<file path="config.mk">
export PLATFORM = sky130hd
export DESIGN_NAME = ros2_glue_top
export DESIGN_NICKNAME = d
export VERILOG_FILES = /design/src/ros2_glue_pkg.sv /design/src/byte_fifo.sv /design/src/app_data_arbiter.sv /design/src/buf_owner.sv /design/src/host_agent.sv /design/src/ros2_glue_top.sv
export VERILOG_INCLUDE_DIRS = /design/src
export SDC_FILE = /design/constraint.sdc
export NUM_CORES = 1
export LEC_CHECK = 0
export ABC_AREA = 1
export BUFFER_PORTS_ARGS = -buffer_cell sky130_fd_sc_hd__buf_2
export CORE_ASPECT_RATIO = 0.5
export CORE_MARGIN = 5
export CORE_UTILIZATION = 55
export DETAILED_ROUTE_END_ITERATION = 6
export PLACE_DENSITY_LB_ADDON = 0.15
export SLEW_MARGIN = 20
export SYNTH_ARGS = -nofsm -noshare
export SYNTH_HDL_FRONTEND = slang
export SYNTH_SLANG_ARGS = --single-unit
</file>
<file path="constraint.sdc">
create_clock -name clk_int -period 5.3 [get_ports clk_int]
set_input_delay 0.795 -clock clk_int [delete_from_list [all_inputs] [get_ports clk_int]]
set_output_delay 0.795 -clock clk_int [all_outputs]
set_load 0.01 [all_outputs]
</file>
<file path="src/ros2_glue_cfg.svh">
`ifndef ROS2_GLUE_CFG_SVH
`define ROS2_GLUE_CFG_SVH

// stream FIFO depths.
`define RX_FIFO_DEPTH 16
`define TX_FIFO_DEPTH 16

// udp buffer geometry.
`define BUF_ADDR_W 6
`define BUF_DATA_W 32

// transmit release period is 2**N + 1 cycles.
`define HOST_TX_PERIOD_LOG2 6

// led size classes.
`define LED_RED_MAX 10
`define LED_GREEN_MAX 20

`endif

</file>
<file path="src/ros2_glue_pkg.sv">
`default_nettype none

`include "ros2_glue_cfg.svh"

package ros2_glue_pkg;

    typedef logic [7:0] byte_t;
    typedef logic [`BUF_ADDR_W-1:0] buf_addr_t;
    typedef logic [`BUF_DATA_W-1:0] buf_word_t;

    typedef enum logic {
        OWNER_IP  = 1'b0,
        OWNER_CPU = 1'b1
    } owner_e;

    typedef enum logic [1:0] {
        GRANT_NONE = 2'b00,
        GRANT_IP   = 2'b01,
        GRANT_CPU  = 2'b10
    } app_grant_e;

    // single-cycle strobes from one requester.
    typedef struct packed {
        logic req;
        logic rel;
    } arb_ctl_t;

    typedef struct packed {
        logic      we;
        buf_addr_t addr;
        buf_word_t wdata;
    } rxbuf_wr_t;

    typedef struct packed {
        logic r;
        logic g;
        logic b;
    } led_t;

endpackage

`default_nettype wire

</file>
<file path="src/byte_fifo.sv">
`timescale 1ns/1ns
`default_nettype none

module byte_fifo
    import ros2_glue_pkg::*;
#(
    parameter int DEPTH = 16
) (
    input  logic  clk_int,
    input  logic  rst_int,
    input  logic  push,
    input  byte_t din,
    output logic  full,
    input  logic  pop,
    output byte_t dout,
    output logic  empty
);

    localparam int AW = $clog2(DEPTH);
    localparam int CW = $clog2(DEPTH + 1);
    localparam logic [AW-1:0] LAST = AW'(DEPTH - 1);

    byte_t mem [DEPTH];
    logic [AW-1:0] wr_ptr;
    logic [AW-1:0] rd_ptr;
    logic [CW-1:0] count;
    logic do_push;
    logic do_pop;

    // overflow and underflow are dropped.
    assign do_push = push && !full;
    assign do_pop  = pop && !empty;

    assign empty = (count == '0);
    assign full  = (count == CW'(DEPTH));

    // head is visible while not empty.
    assign dout = mem[rd_ptr];

    always_ff @(posedge clk_int) begin
        if (do_push) begin
            mem[wr_ptr] <= din;
        end
    end

    always_ff @(posedge clk_int) begin
        if (rst_int) begin
            wr_ptr <= '0;
            rd_ptr <= '0;
            count  <= '0;
        end else begin
            if (do_push) begin
                wr_ptr <= (wr_ptr == LAST) ? '0 : wr_ptr + 1'b1;
            end
            if (do_pop) begin
                rd_ptr <= (rd_ptr == LAST) ? '0 : rd_ptr + 1'b1;
            end
            if (do_push && !do_pop) begin
                count <= count + 1'b1;
            end else if (do_pop && !do_push) begin
                count <= count - 1'b1;
            end
        end
    end

    count_in_range: assert property (@(posedge clk_int) disable iff (rst_int)
        count <= CW'(DEPTH));

    not_full_and_empty: assert property (@(posedge clk_int) disable iff (rst_int)
        !(full && empty));

endmodule

`default_nettype wire

</file>
<file path="src/app_data_arbiter.sv">
`timescale 1ns/1ns
`default_nettype none

module app_data_arbiter
    import ros2_glue_pkg::*;
(
    input  logic     clk_int,
    input  logic     rst_int,
    input  arb_ctl_t ip,
    input  arb_ctl_t cpu,
    output logic     ip_grant,
    output logic     cpu_grant
);

    app_grant_e state;

    always_ff @(posedge clk_int) begin
        if (rst_int) begin
            state <= GRANT_NONE;
        end else begin
            case (state)
                GRANT_NONE: begin
                    // ip wins a tie.
                    if (ip.req) begin
                        state <= GRANT_IP;
                    end else if (cpu.req) begin
                        state <= GRANT_CPU;
                    end
                end
                GRANT_IP: begin
                    if (ip.rel) begin
                        state <= GRANT_NONE;
                    end
                end
                GRANT_CPU: begin
                    if (cpu.rel) begin
                        state <= GRANT_NONE;
                    end
                end
                default: begin
                    state <= GRANT_NONE;
                end
            endcase
        end
    end

    assign ip_grant  = (state == GRANT_IP);
    assign cpu_grant = (state == GRANT_CPU);

    grants_exclusive: assert property (@(posedge clk_int) disable iff (rst_int)
        !(ip_grant && cpu_grant));

endmodule

`default_nettype wire

</file>
<file path="src/buf_owner.sv">
`timescale 1ns/1ns
`default_nettype none

module buf_owner
    import ros2_glue_pkg::*;
#(
    parameter owner_e RESET_OWNER = OWNER_IP
) (
    input  logic clk_int,
    input  logic rst_int,
    input  logic ip_rel,
    input  logic cpu_rel,
    output logic ip_grant,
    output logic cpu_grant
);

    owner_e owner;

    // a release from the side that does not own the buffer is ignored.
    always_ff @(posedge clk_int) begin
        if (rst_int) begin
            owner <= RESET_OWNER;
        end else begin
            case (owner)
                OWNER_IP: begin
                    if (ip_rel) begin
                        owner <= OWNER_CPU;
                    end
                end
                OWNER_CPU: begin
                    if (cpu_rel) begin
                        owner <= OWNER_IP;
                    end
                end
                default: begin
                    owner <= RESET_OWNER;
                end
            endcase
        end
    end

    assign ip_grant  = (owner == OWNER_IP);
    assign cpu_grant = (owner == OWNER_CPU);

    one_owner: assert property (@(posedge clk_int) disable iff (rst_int)
        $onehot({ip_grant, cpu_grant}));

endmodule

`default_nettype wire

</file>
<file path="src/host_agent.sv">
`timescale 1ns/1ns
`default_nettype none

`include "ros2_glue_cfg.svh"

module host_agent
    import ros2_glue_pkg::*;
(
    input  logic      clk_int,
    input  logic      rst_int,
    input  logic      rxbuf_cpu_grant,
    output logic      rxbuf_cpu_rel,
    input  rxbuf_wr_t rxbuf_wr,
    output logic      txbuf_cpu_rel,
    input  buf_addr_t txbuf_addr,
    output buf_word_t txbuf_rdata,
    output led_t      leds
);

    localparam int CNT_W = `HOST_TX_PERIOD_LOG2 + 1;
    localparam int SIZE_W = 16;
    localparam logic [SIZE_W-1:0] RED_MAX = SIZE_W'(`LED_RED_MAX);
    localparam logic [SIZE_W-1:0] GREEN_MAX = SIZE_W'(`LED_GREEN_MAX);

    logic [CNT_W-1:0] tx_cnt;
    logic [SIZE_W-1:0] last_size;

    // periodic release of the transmit buffer.
    always_ff @(posedge clk_int) begin
        if (rst_int) begin
            tx_cnt        <= '0;
            txbuf_cpu_rel <= 1'b0;
        end else if (tx_cnt[CNT_W-1]) begin
            tx_cnt        <= '0;
            txbuf_cpu_rel <= 1'b1;
        end else begin
            tx_cnt        <= tx_cnt + 1'b1;
            txbuf_cpu_rel <= 1'b0;
        end
    end

    // fixed outgoing message.
    always_ff @(posedge clk_int) begin
        case (txbuf_addr)
            buf_addr_t'(0): txbuf_rdata <= 32'h0a01a8c0;
            buf_addr_t'(1): txbuf_rdata <= 32'h045704d2;
            buf_addr_t'(2): txbuf_rdata <= 32'h00000007;
            buf_addr_t'(3): txbuf_rdata <= 32'h626f6f66;
            buf_addr_t'(4): txbuf_rdata <= 32'h000a7261;
            default:        txbuf_rdata <= '0;
        endcase
    end

    // hand the receive buffer straight back and keep the size word.
    always_ff @(posedge clk_int) begin
        if (rst_int) begin
            rxbuf_cpu_rel <= 1'b0;
            last_size     <= '0;
        end else begin
            rxbuf_cpu_rel <= rxbuf_cpu_grant;
            if (rxbuf_wr.we && rxbuf_wr.addr == buf_addr_t'(1)) begin
                last_size <= rxbuf_wr.wdata[`BUF_DATA_W-1 -: SIZE_W];
            end
        end
    end

    always_comb begin
        leds.r = (last_size != '0) && (last_size <= RED_MAX);
        leds.g = (last_size > RED_MAX) && (last_size <= GREEN_MAX);
        leds.b = (last_size > GREEN_MAX);
    end

    // lamps move only after a size write.
    leds_hold: assert property (@(posedge clk_int) disable iff (rst_int)
        !(rxbuf_wr.we && rxbuf_wr.addr == buf_addr_t'(1)) |=> $stable(leds));

endmodule

`default_nettype wire

</file>
<file path="src/ros2_glue_top.sv">
`timescale 1ns/1ns
`default_nettype none

`include "ros2_glue_cfg.svh"

module ros2_glue_top
    import ros2_glue_pkg::*;
(
    input  logic      clk_int,
    input  logic      rst_int,

    input  logic      rx_push,
    input  byte_t     rx_din,
    output logic      rx_full,
    input  logic      rx_pop,
    output byte_t     rx_dout,
    output logic      rx_empty,

    input  logic      tx_push,
    input  byte_t     tx_din,
    output logic      tx_full,
    input  logic      tx_pop,
    output byte_t     tx_dout,
    output logic      tx_empty,

    input  arb_ctl_t  app_ip,
    input  arb_ctl_t  app_cpu,
    output logic      app_ip_grant,
    output logic      app_cpu_grant,

    input  logic      rxbuf_ip_rel,
    input  rxbuf_wr_t rxbuf_wr,
    output logic      rxbuf_ip_grant,
    output logic      rxbuf_cpu_grant,

    input  logic      txbuf_ip_rel,
    input  buf_addr_t txbuf_addr,
    output buf_word_t txbuf_rdata,
    output logic      txbuf_ip_grant,
    output logic      txbuf_cpu_grant,

    output led_t      leds
);

    logic rxbuf_cpu_rel;
    logic txbuf_cpu_rel;

    byte_fifo #(
        .DEPTH(`RX_FIFO_DEPTH)
    ) rx_fifo_i (
        .clk_int (clk_int),
        .rst_int (rst_int),
        .push    (rx_push),
        .din     (rx_din),
        .full    (rx_full),
        .pop     (rx_pop),
        .dout    (rx_dout),
        .empty   (rx_empty)
    );

    byte_fifo #(
        .DEPTH(`TX_FIFO_DEPTH)
    ) tx_fifo_i (
        .clk_int (clk_int),
        .rst_int (rst_int),
        .push    (tx_push),
        .din     (tx_din),
        .full    (tx_full),
        .pop     (tx_pop),
        .dout    (tx_dout),
        .empty   (tx_empty)
    );

    app_data_arbiter app_data_arbiter_i (
        .clk_int   (clk_int),
        .rst_int   (rst_int),
        .ip        (app_ip),
        .cpu       (app_cpu),
        .ip_grant  (app_ip_grant),
        .cpu_grant (app_cpu_grant)
    );

    // receive buffer starts with the protocol engine.
    buf_owner #(
        .RESET_OWNER(OWNER_IP)
    ) rxbuf_owner_i (
        .clk_int   (clk_int),
        .rst_int   (rst_int),
        .ip_rel    (rxbuf_ip_rel),
        .cpu_rel   (rxbuf_cpu_rel),
        .ip_grant  (rxbuf_ip_grant),
        .cpu_grant (rxbuf_cpu_grant)
    );

    // transmit buffer starts with the host.
    buf_owner #(
        .RESET_OWNER(OWNER_CPU)
    ) txbuf_owner_i (
        .clk_int   (clk_int),
        .rst_int   (rst_int),
        .ip_rel    (txbuf_ip_rel),
        .cpu_rel   (txbuf_cpu_rel),
        .ip_grant  (txbuf_ip_grant),
        .cpu_grant (txbuf_cpu_grant)
    );

    host_agent host_agent_i (
        .clk_int         (clk_int),
        .rst_int         (rst_int),
        .rxbuf_cpu_grant (rxbuf_cpu_grant),
        .rxbuf_cpu_rel   (rxbuf_cpu_rel),
        .rxbuf_wr        (rxbuf_wr),
        .txbuf_cpu_rel   (txbuf_cpu_rel),
        .txbuf_addr      (txbuf_addr),
        .txbuf_rdata     (txbuf_rdata),
        .leds            (leds)
    );

endmodule

`default_nettype wire

</file>
# After elaboration in Yosys (flattened, before gate mapping)
# Memories as Yosys holds them, arrays and structs flattened. A register that Yosys moved wholly into a read port is not among the register bits.
# Cells that the tools add are included.
[totals]
ff_bits = 86
ram_bits = 256
in_bits = 73
word_cells = 104
latch_bits = 0
mem_bits_ro = 0
memories = 2
[mem_list]
columns = ["memory", "depth", "width", "rd", "rd_clocked_by_memory_dff", "wr", "line_no", "text"]
rows = [
  ["rx_fifo_i.mem", 16, 8, 1, 1, 1, "byte_fifo.sv:23", "byte_t mem [DEPTH];"],
  ["tx_fifo_i.mem", 16, 8, 1, 1, 1, "byte_fifo.sv:23", ""],
]
[classes]
shift = 0
n_mux = 29
magnitude_cmp = 4
eq_ne = 16
div_mod_pow = 0
n_bitwise = 2
n_reduce_logical = 28
n_mul = 0
n_addsub = 9
[op_table]
columns = ["cell", "n"]
rows = [
  ["$pmux W31 S5", 1],
  ["$mux W4", 8],
  ["$mux W5", 4],
  ["$add A4 B1 Y4 const B", 4],
  ["$eq A4 B4 Y1 const B", 4],
  ["$gt A16 B4 Y1 const B", 1],
  ["$gt A16 B5 Y1 const B", 1],
  ["$le A16 B4 Y1 const B", 1],
  ["$le A16 B5 Y1 const B", 1],
  ["$reduce_bool A16 Y1", 1],
  ["$eq A6 B1 Y1 const B", 2],
  ["$eq A6 B2 Y1 const B", 2],
  ["$logic_and A1 B1 Y1", 11],
  ["$add A5 B1 Y5 const B", 2],
  ["$eq A5 B5 Y1 const B", 2],
  ["$logic_not A5 Y1", 2],
  ["$sub A5 B1 Y5 const B", 2],
  ["$mux W1", 9],
  ["$logic_not A1 Y1", 8],
  ["$mux W2", 4],
  ["$add A7 B1 Y7 const B", 1],
  ["$eq A6 B3 Y1 const B", 1],
  ["$logic_not A6 Y1", 1],
  ["$pmux W2 S3", 1],
  ["other kinds (10)", 14],
]

# Longest topological paths before layout
# Gate-level depths: netlist (run 1).
[depth]
word_depth = 7
ltp_mapped = 15

# Modules after synthesis
# From an unflattened synthesis (run 1), not the netlist that was laid out.
[unflattened]
cells_unflattened = 1530
area_unflattened_um2 = 14625.3
[modules_own_cells]
columns = ["module", "cells_each", "seq_area_each_um2", "area_each_um2", "instances"]
rows = [
  ["byte_fifo", 625, 4184.0, 6331.1, 2],
  ["host_agent", 245, 800.8, 1730.4, 1],
  ["app_data_arbiter", 21, 40.0, 136.4, 1],
  ["buf_owner (txbuf_owner_i)", 7, 20.0, 51.3, 1],
  ["buf_owner (rxbuf_owner_i)", 7, 20.0, 45.0, 1],
]

# Least setup slack after synthesis (run 1)
# Ideal clock, no wire load.
[synth_timing]
path_type = "input to register"
startpoint = "input port rx_push"
endpoint = "register rx_fifo_i.count[4]"
required_time_ns = 5.229
n_path_buf = 0
path_slack_ns = 3.104
path_stages = 11
arrival_ns = 2.125
setup_ns = 0.071
path_cell_list = "nand2_2 -> inv_2 -> ha_1 -> inv_1 -> ha_1 -> or2_2 -> nand2_1 -> nand2_1 -> nand2_1 -> nand2_1 -> a21oi_1"
[synth_between]
elab_chain_cells = 4
elab_cells_between_ends = 6
cone_classes = "mux (1); reduce/logical (5)"
[synth_lines]
columns = ["item", "line_no", "text"]
rows = [
  ["start: declaration", "ros2_glue_top.sv:12", "input logic rx_push,"],
  ["$logic_and A1 B1 Y1 (*)", "byte_fifo.sv:31", "assign do_push = push && !full;"],
  ["named net rx_fifo_i.do_push", "byte_fifo.sv:27", "logic do_push;"],
  ["$logic_not A1 Y1", "byte_fifo.sv:60", "end else if (do_pop && !do_push) begin"],
  ["$logic_and A1 B1 Y1", "byte_fifo.sv:60", ""],
  ["$reduce_bool A2 Y1 (no line)", "n/a", ""],
  ["end signal: assignment", "byte_fifo.sv:59", "count <= count + 1'b1;"],
  ["end signal: assignment", "byte_fifo.sv:61", "count <= count - 1'b1;"],
  ["end: declaration", "byte_fifo.sv:26", "logic [CW-1:0] count;"],
]
# The timed path passes the listed nets; every way through them passes the cells marked *.
# A chain may end at the register's enable or synchronous reset.

==> results by group, run 1 <==
STA
  – Max Transition Viols Final: 0
  – Final setup viols: 0
  – Clk_skew: 0.01152 ns
  – Min Tclk post-route: 3.630 ns
  – Setup ws final: roughly 1.7 ns
  – Total Neg Setup Slack: 0 ns
  – Slew headroom: 0.3149
  – Maximum clock rate: 275.5 MHz
  – Fin. Hold Viols: 0
  – RSZ-0062 raised after global routing: false
  – Worst Tran Pin Value: between 1 and 1.5 ns
  – Fin Hold WS: ~0.42 ns
  – Period utilization: 0.6849

Clock tree
  – Root Buffer Master: clkbuf_16
  – Post-CTS Setup Bufs: 0
  – Worst-path clk slew: approximately 0.060 ns
  – Total CTS buffers: 29
  – CTS tree: done
  – Post-CTS sizing: 0
  – Clk Latency, worst-skew pair: between 0.5 and 0.6 ns
  – CTS max path bufs: 3
  – # H-tree levels: 1
  – CTS Hold Bufs: 0
  – Clk sinks: around 330

Floorplanning
  – # IOs: around 130
  – Core Rows: 41
  – Initial core utilization: 0.5594
  – Die H: roughly 120 um
  – Die area: around 30000 um2
  – Die width: 236.6 um
  – Core footprint: 25240 um2

Final layout
  – Final Util: 0.6180
  – Finished Cell Area: 15600 um2
  – Layout cell share with drive strength beyond 1: 0.1289
  – Finished Layout Cells: about 1.8k
  – Commonest non-fill, non-tap cells in the layout: edfxtp_1 (256), nor2_1 (238), nand2_1 (228)
  – Area Overhead vs Synth: 10.48%
  – Filler cells: 2058
  – N_diodes: 0
  – Layout Nets: 1524
  – Commonest non-fill, non-tap cell in the layout: edfxtp_1

Pwr
  – Logic pwr share: 0.212
  – Clock power share: 0.315
  – Design Power: between 6 and 7 mW
  – Internal: 4.523 mW
  – Seq pwr share: 0.473
  – Sw Share: 0.3025
  – Leak Pwr: around 6 nW
  – Worst IR Drop VDD: around 0.25 mV
  – Net Sw Power: roughly 2.0 mW
  – Power Dens Cells: 415.7 nW/um2

Synthesis
  – YS warnings: 0
  – Synth top area cells: edfxtp_1 (54%), dfxtp_1 (11%), nor2_1 (6.3%)
  – Ys async rst share: 0
  – Biggest area consumer among synthesized cells: edfxtp_1
  – Post-Syn Area per Cell: 10.47 um2
  – Flops & latches, synth: roughly 330
  – Netlist cell types: 34
  – Sequential fraction of the synthesis area: 0.6551
  – Main synth FF type: edfxtp_1
  – Gate Count Post-Synth: about 1.3k
  – Synthesized area: ~14000 um2
  – Yosys top cell area share: 0.5445
  – Number of synthesized flops with an enable pin: ~260

Run status
  – Status: finished clean

Route
  – Via/cell ratio: 5.294
  – Mean routed wirelength per cell: about 16 um
  – 1st-pass router iterations: 5
  – DR DRC count: 0
  – Post-route antenna net violation count: 0
  – Detailed-route via count: roughly 9.5k
  – Routed WL: 29400 um
  – DRT iter0 DRCs: ~690

Worst setup path
  – Startpoint class of the critical path: register
  – Crit path kind: reg -> out
  – Crit Path Max Fanout: between 40 and 50
  – Worst EP arrival: 2.84 ns
  – CP Capture Type: output port
  – CP required: between 4 and 5 ns

Global route
  – Total congestion overflow: 0
  – Largest net degree at the start of global routing: 60
  – Antenna violations before repair: 0
  – Number of global-route vias before repair: 9326
  – GRT Total Usage: 0.2009
  – First-pass GRT wire length: around 47000 um

Place
  – Placed cell count: about 1.7k
  – Pre-CTS setup slack: between 2 and 2.5 ns
  – Placed cell area: 14690 um2
  – DP Wirelength: ~18000 um
  – Number of I/O port buffers: approximately 110
  – GPL Wtd Cong: approximately 0.8

Flow run
  – Max-Cap Viols: 0

Worst hold path
  – HP Class: reg -> reg
==> sequential cells by signal (all words and copies together), names as in the netlist, named ones only <==
register / count
host_agent_i.last_size: 16
app_data_arbiter_i.state: 2
tx_fifo_i.wr_ptr: 4
rx_fifo_i.count: 5
host_agent_i.tx_cnt: 7
tx_fifo_i.mem: 128
host_agent_i.rxbuf_cpu_rel: 1
host_agent_i.txbuf_cpu_rel: 1
rxbuf_owner_i.cpu_grant: 1
txbuf_owner_i.cpu_grant: 1
rx_fifo_i.rd_ptr: 4
tx_fifo_i.count: 5
rx_fifo_i.mem: 128
host_agent_i.txbuf_rdata: 15
rx_fifo_i.wr_ptr: 4
tx_fifo_i.rd_ptr: 4
==> final timing paths <==
kind                                    from                      end  slack (ns)  cells after the start
setup / recovery                    register               tx_dout[1]        1.67                      8
hold / removal    host_agent_i.txbuf_cpu_rel  txbuf_owner_i.cpu_grant        0.42                      1
setup reg to reg          rx_fifo_i.count[1]       rx_fifo_i.count[4]        2.96                     13
hold reg to reg   host_agent_i.txbuf_cpu_rel  txbuf_owner_i.cpu_grant        0.42                      1
==> cells in the mapped netlist (10+ instances only) <==
cell / n
ha_1: 21
dfxtp_1: 78
nand4_1: 10
o21ai_1: 29
edfxtp_1: 256
nor2_1: 238
a21oi_1: 29
inv_1: 119
o21ai_0: 68
buf_6: 12
nand2_1: 228
buf_4: 19
buf_2: 27
o211ai_1: 44
nand3_1: 117
clkbuf_1: 11
==> layout make-up <==
| type | count | area, um2 | share of cell area |
|---|---|---|---|
| flip-flops and latches | 334 | 9251 | 0.5931 |
| inverters | 127 | 478.0 | 0.03064 |
| clock buffers | 36 | 782.0 | 0.05014 |
| clock inverters | 18 | 126.4 | 0.008102 |
| repair buffers | 115 | 583.1 | 0.03738 |
| multi-input cells | 821 | 3946 | 0.2530 |
| well taps | 344 | 430.4 | 0.02759 |
==> power groups by stage <==
stage | registers [mW] | clock network, mW | logic [mW]
5_1_grt | 3.09 | 2.20 | 1.57
4_1_cts | 3.07 | 2.08 | 1.38
6_report | 3.07 | 2.04 | 1.38
3_3_place_gp | 3.12 | 0 | 1.33
2_1_floorplan | 3.05 | 0 | 1.12
3_5_place_dp | 3.13 | 0 | 1.38
==> cells by family after synthesis <==
| family | count (synthesis) | synth area share |
|---|---|---|
| buf+inv | 198 | 0.06647 |
| xor+xnor | 8 | 0.004963 |
| fa+ha+maj | 23 | 0.02145 |
| compound gates | 176 | 0.07267 |
| other cells | 1 | 0.0002656 |
| flops | 334 | 0.6551 |
| simple gates | 609 | 0.1791 |
==> metal layers <==
metal | wire [um] | track usage | vias to the layer above
met5 | 0 | 0 | -
met4 | 697 | 0.05331 | 0
met3 | 1597 | 0.03544 | 44
met2 | 14200 | 0.3585 | 249
met1 | 12910 | 0.2591 | 4523
li1 | - | - | 4686
==> critical path, cell delays in order (launching register included) <==
cell     delay (ns)
dfxtp_2        0.86
buf_4          0.56
nor2_1         0.13
nor2_1         0.13
o21ai_0        0.15
nand3_1        0.11
nand3_1        0.08
nand2_1        0.08
buf_2          0.15
Power figures use the tool's default switching activity.
==> run 2: changes to the inputs <==
CORE_UTILIZATION = 53   (was 55)
clock period = 3 ns   (was 5.3 ns; I/O delays follow)
==> run 2 against run 1 <==
Against the previous run: register-to-register slack got worse by 2.3 ns; critical path type unchanged; via count increased by 0.33%; highest routed layer unchanged; hold slack got worse by 0.33 ns; final area increased by 1.1%; count of clock-buffer cells in the layout increased by 5; first-iteration DRC count decreased by 7.7%.
==> results by group, run 2 (synthesis results as in run 1) <==
Run status
  – Status: finished clean (unchanged)

Worst setup path
  – Startpoint class of the critical path: register (unchanged)
  – Crit Path Max Fanout: 36 (was 47)
  – Worst EP arrival: 2.28 ns (was 2.84 ns)
  – Crit path kind: reg -> out (unchanged)
  – CP Capture Type: output port (unchanged)
  – Most used cell, CP: nand3_1
  – Critical Path, Cell by Cell: inv_2, buf_12, nor2_1, o21ai_1, nand3_1, nand3_1, nand2_1, buf_2 (was buf_4, nor2_1, nor2_1, o21ai_0, nand3_1, nand3_1, nand2_1, buf_2)
  – Worst R2R Setup Slack: 0.66 ns (was 2.96 ns)
  – Reg2Reg Launch Point: tx_fifo_i.count[0] (was rx_fifo_i.count[1])
  – CP max stage delay: 0.47 ns (was 0.86 ns)
  – CP required: 2.55 ns (was 4.51 ns)
  – CP max stage cell: dfxtp_1 (was dfxtp_2)

Worst hold path
  – HP Class: in -> reg (was reg -> reg)
  – Min-delay src: txbuf_addr[1] (was host_agent_i.txbuf_cpu_rel)

STA
  – Clk_skew: 0.009924 ns (was 0.01152 ns)
  – Max Transition Viols Final: 0 (unchanged)
  – RSZ-0062 raised after global routing: false (unchanged)
  – Total Neg Setup Slack: 0 ns (unchanged)
  – Fin. Hold Viols: 0 (unchanged)
  – Slew headroom: 0.4071 (was 0.3149)
  – Min Tclk post-route: 2.728 ns
  – Worst Tran Pin Value: 0.8861 ns (was 1.026 ns)
  – Maximum clock rate: between 300 and 400 MHz
  – Period utilization: 0.9094
  – Setup ws final: 0.2717 ns (was 1.670 ns)
  – Final setup viols: 0 (unchanged)

Route
  – 1st-pass router iterations: 4 (was 5)
  – DR DRC count: 0 (unchanged)
  – Via/cell ratio: 5.273 (was 5.294)
  – Mean routed wirelength per cell: 16.63 um (was 16.38 um)
  – DRT iter0 DRCs: 636 (was 689)
  – Routed WL: 30070 um (was 29400 um)
  – Post-route antenna net violation count: 0 (unchanged)
  – Detailed-route via count: 9533 (was 9502)

Final layout
  – Finished Layout Cells: 1808 (was 1795)
  – Area Overhead vs Synth: 11.67% (was 10.48%)
  – Layout Nets: 1530 (was 1524)
  – Commonest non-fill, non-tap cell in the layout: edfxtp_1 (unchanged)
  – Biggest regs: rx_fifo_i.mem x128, tx_fifo_i.mem x128, host_agent_i.last_size x16 (unchanged)
  – N_diodes: 0 (unchanged)
  – Finished Cell Area: 15770 um2 (was 15600 um2)
  – Commonest non-fill, non-tap cells in the layout: edfxtp_1 (256), nor2_1 (238), nand2_1 (228) (unchanged)
  – Layout cell share with drive strength beyond 1: 0.1277 (was 0.1289)

Clock tree
  – CTS max path bufs: 3 (unchanged)
  – # H-tree levels: 1 (unchanged)
  – Root Buffer Master: clkbuf_16 (unchanged)
  – Clk sinks: 334 (unchanged)
  – Post-CTS sizing: 0 (unchanged)
  – Worst-path clk slew: 0.06 ns (about the same)
  – CTS Hold Bufs: 0 (unchanged)
  – Post-CTS Setup Bufs: 0 (unchanged)
  – Clk Latency, worst-skew pair: 0.55 ns (was 0.56 ns)
  – Total CTS buffers: 29 (unchanged)
  – CTS tree: done (unchanged)

Floorplanning
  – Core Rows: 42 (was 41)
  – # IOs: 134 (unchanged)
  – Die width: 240.8 um (was 236.6 um)
  – Die H: 125.4 um (was 123.3 um)
  – Initial core utilization: 0.5363 (was 0.5594)
  – Core footprint: 26330 um2 (was 25240 um2)
  – Die area: 30200 um2 (was 29170 um2)

Place
  – Pre-CTS setup slack: 0.6852 ns (was 2.253 ns)
  – GPL Wtd Cong: 0.8394 (was 0.8132)
  – Number of I/O port buffers: 112 (unchanged)
  – Placed cell area: 14780 um2 (was 14690 um2)
  – Placed cell count: 1755 (was 1741)
  – DP Wirelength: 18940 um (was 18460 um)

Pwr
  – Worst IR Drop VDD: 0.3667 mV (was 0.2462 mV)
  – Design Power: 11.88 mW (was 6.484 mW)
  – Leak Pwr: 6.229 nW (was 6.152 nW)
  – Power Dens Cells: 753.4 nW/um2 (was 415.7 nW/um2)

Global route
  – Antenna violations before repair: 0 (unchanged)
  – Total congestion overflow: 0 (unchanged)
  – Largest net degree at the start of global routing: 91 (was 60)
  – Number of global-route vias before repair: 9260 (was 9326)
  – First-pass GRT wire length: 47760 um (was 47130 um)
  – GRT Total Usage: 0.1965 (was 0.2009)

Flow run
  – Max-Cap Viols: 0 (unchanged)
-- run 2: final cells by class --
class,count,area [um2]
Sequential cell,334,9251
Clock inverter,12,215.2
Tap cell,352,440.4
Fill cell,2179,10560
Inverter,127,476.7
Timing Repair Buffer,121,665.6
Clock buffer,41,770.7
Multi-Input combinational cell,821,3946
-- run 2: path summary, 6_finish.rpt --
path	to	cells past startpoint
setup / recovery	rx_dout[1]	8
hold / removal	host_agent_i.txbuf_rdata[7]	2
setup reg to reg	tx_fifo_i.count[3]	12
hold reg to reg	txbuf_owner_i.cpu_grant	1
-- run 2: critical path, delay by kind of cell, from the launching register on --
kind	cells	cell delay [ns]
buffers and inverters	3	0.66
and+or+nand+nor	4	0.53
DFF	1	0.47
AOI/OAI and AO/OA	1	0.07
-- run 2: through the flow --
stage / util / hold WS [ns]
final: 0.5989 / 0.09140
after global routing: 0.5989 / 0.07310
after CTS: 0.5989 / 0.06769
after detailed placement: 0.5614 / 0.4021
after global placement: 0.5614 / 0.3920
after floorplan: - / 0.3868
-- run 2: per-layer routing --
layer  GRT usage  up-vias  wire length [um]
met5           0        -                 0
met4     0.04839        0               718
met3     0.03960       52              1754
met2      0.3342      262             14840
met1      0.2622     4516             12760
li1            -     4703                 -
-- run 2: where the power goes --
group          switching, mW  total, mW  internal [mW]
Sequential             0.139       5.32           5.18
Combinational           1.72       2.62          0.901
Clock                   1.62       3.93           2.31
==> run 3: changes to the inputs <==
CORE_UTILIZATION = 50   (was 53)
==> run 3 against run 2 <==
Against the previous run: combinational power decreased by 2%; hold slack got worse by 0.023 ns; first-iteration DRC count increased by 11%; via count decreased by 0.14%; power decreased by 3.2%; flip-flop and latch count unchanged; count of clock-buffer cells in the layout increased by 3; non-clock buffer count increased by 2; final cell count increased by 1.8%; global-route usage decreased by 0.86 points; largest cell class unchanged.
==> results by group, run 3 (synthesis results as in run 1) <==
Run status
  – Status: finished clean (unchanged)

Pwr
  – Leak Pwr: 6.213 nW (was 6.229 nW)
  – Worst IR Drop VDD: 0.4309 mV (was 0.3667 mV)
  – Logic pwr share: 0.225 (was 0.221)
  – Power Dens Cells: 730.6 nW/um2 (was 753.4 nW/um2)
  – Clock power share: 0.312 (was 0.331)
  – Seq pwr share: 0.463 (was 0.448)
  – Net Sw Power: 3.422 mW (was 3.486 mW)
  – Sw Share: 0.2976 (was 0.2934)
  – Internal: 8.075 mW (was 8.393 mW)

Route
  – 1st-pass router iterations: 5 (was 4)
  – Routed WL: 29810 um (was 30070 um)
  – DR DRC count: 0 (unchanged)
  – Detailed-route via count: 9520 (was 9533)
  – Post-route antenna net violation count: 0 (unchanged)
  – Via/cell ratio: 5.171 (was 5.273)
  – DRT iter0 DRCs: 707 (was 636)
  – Mean routed wirelength per cell: 16.19 um (was 16.63 um)

STA
  – Period utilization: 0.8925 (was 0.9094)
  – Clk_skew: 0.02009 ns (was 0.009924 ns)
  – Worst Tran Pin Value: 0.8546 ns (was 0.8861 ns)
  – Fin Hold WS: 0.06818 ns (was 0.09140 ns)
  – Maximum clock rate: 373.5 MHz (was 366.5 MHz)
  – Fin. Hold Viols: 0 (unchanged)
  – Total Neg Setup Slack: 0 ns (unchanged)
  – Final setup viols: 0 (unchanged)
  – Max Transition Viols Final: 0 (unchanged)
  – Slew headroom: 0.4282 (was 0.4071)
  – Min Tclk post-route: 2.677 ns (was 2.728 ns)
  – RSZ-0062 raised after global routing: false (unchanged)

Clock tree
  – Root Buffer Master: clkbuf_16 (unchanged)
  – CTS max path bufs: 3 (unchanged)
  – Clk Latency, worst-skew pair: 0.56 ns (was 0.55 ns)
  – Clk sinks: 334 (unchanged)
  – CTS Hold Bufs: 0 (unchanged)
  – # H-tree levels: 1 (unchanged)
  – Post-CTS sizing: 0 (unchanged)
  – Total CTS buffers: 29 (unchanged)
  – Post-CTS Setup Bufs: 0 (unchanged)
  – CTS tree: done (unchanged)
  – Worst-path clk slew: 0.07 ns (was 0.06 ns)

Worst setup path
  – Crit Path Max Fanout: 23 (was 36)
  – CP max stage cell: dfxtp_1 (unchanged)
  – Crit path kind: reg -> out (unchanged)
  – CP Capture Type: output port (unchanged)
  – CP max stage delay: 0.37 ns (was 0.47 ns)
  – CP required: 2.55 ns (about the same)
  – Startpoint class of the critical path: register (unchanged)
  – Worst EP arrival: 2.23 ns (was 2.28 ns)
  – Critical Path, Cell by Cell: inv_2, buf_4, o211ai_1, nand3_1, nand3_1, nand2_1, buf_2 (was inv_2, buf_12, nor2_1, o21ai_1, nand3_1, nand3_1, nand2_1, buf_2)
  – Most used cell, CP: nand3_1 (unchanged)

Place
  – Number of I/O port buffers: 112 (unchanged)
  – DP Wirelength: 18740 um (was 18940 um)
  – GPL Wtd Cong: 0.8027 (was 0.8394)
  – Placed cell count: 1787 (was 1755)

Global route
  – Largest net degree at the start of global routing: 91 (unchanged)
  – Total congestion overflow: 0 (unchanged)
  – First-pass GRT wire length: 47820 um (was 47760 um)
  – GRT Total Usage: 0.1878 (was 0.1965)
  – Number of global-route vias before repair: 9273 (was 9260)
  – Antenna violations before repair: 0 (unchanged)

Worst hold path
  – HP Class: in -> reg (unchanged)

Final layout
  – Layout cell share with drive strength beyond 1: 0.1282 (was 0.1277)
  – N_diodes: 0 (unchanged)
  – Biggest regs: rx_fifo_i.mem x128, tx_fifo_i.mem x128, host_agent_i.last_size x16 (unchanged)
  – Commonest non-fill, non-tap cell in the layout: edfxtp_1 (unchanged)
  – Commonest non-fill, non-tap cells in the layout: edfxtp_1 (256), nor2_1 (238), nand2_1 (228) (unchanged)
  – Area Overhead vs Synth: 11.46% (was 11.67%)
  – Finished Layout Cells: 1841 (was 1808)
  – Layout Nets: 1532 (was 1530)

Floorplanning
  – # IOs: 134 (unchanged)
  – Initial core utilization: 0.5086 (was 0.5363)
  – Core footprint: 27760 um2 (was 26330 um2)
  – Die H: 128.8 um (was 125.4 um)
  – Die area: 31900 um2 (was 30200 um2)
  – Core Rows: 43 (was 42)
  – Die width: 247.6 um (was 240.8 um)

Flow run
  – Max-Cap Viols: 0 (unchanged)
==> run 3: final cells by class <==
cell class / instances / area [um2]
clock buffer: 44 / 822.0
timing repair buffer: 123 / 680.7
sequential: 334 / 9251
clock inverter: 10 / 81.33
tap: 382 / 478.0
inverter: 127 / 476.7
multi-input combinational: 821 / 3946
fill: 2400 / 12030
==> run 3: power by group through the flow <==
stage / Combinational [mW] / Sequential [mW] / Clock, mW
floorplan: 1.97 / 5.38 / 0
global placement: 2.51 / 5.41 / 0
detailed placement: 2.59 / 5.42 / 0
CTS: 2.60 / 5.32 / 3.67
global route: 2.95 / 5.34 / 3.87
finish: 2.58 / 5.32 / 3.59
==> run 3: routing by layer <==
metal	track usage	vias to the layer above	routed length (um)
met3	0.03466	54	1547
met2	0.3203	241	14480
met1	0.2535	4518	13120
met5	0	-	0
met4	0.04563	0	664
li1	-	4707	-
==> run 3: worst paths after layout <==
| check | start | to | slack [ns] | depth (start not counted) |
|---|---|---|---|---|
| max | register | rx_dout[2] | 0.32 | 7 |
| min | txbuf_addr[1] | host_agent_i.txbuf_rdata[7] | 0.07 | 2 |
| max reg2reg | rx_fifo_i.count[1] | rx_fifo_i.count[4] | 0.65 | 12 |
| min reg2reg | host_agent_i.rxbuf_cpu_rel | rxbuf_owner_i.cpu_grant | 0.41 | 1 |
==> run 3: critical path: cells and delay by family, from the launching register on <==
kind	cells	cell delay, ns
buffers and inverters	3	0.80
AOI/OAI and AO/OA	1	0.14
DFF	1	0.37
and+or+nand+nor	3	0.36
==> run 3: metrics by stage <==
| stage | total power, mW | util | area [um2] | setup WS (ns) |
|---|---|---|---|---|
| 3_5_place_dp | 8.006 | 0.5343 | 14830 | 0.7085 |
| 2_1_floorplan | 7.353 | - | 14130 | 0.9625 |
| 3_3_place_gp | 7.914 | 0.5343 | 14830 | 0.7613 |
| 5_1_grt | 12.16 | 0.5668 | 15740 | 0.1729 |
| 6_report | 11.50 | 0.5668 | 15740 | 0.3226 |
| 4_1_cts | 11.59 | 0.5668 | 15740 | 0.3124 |
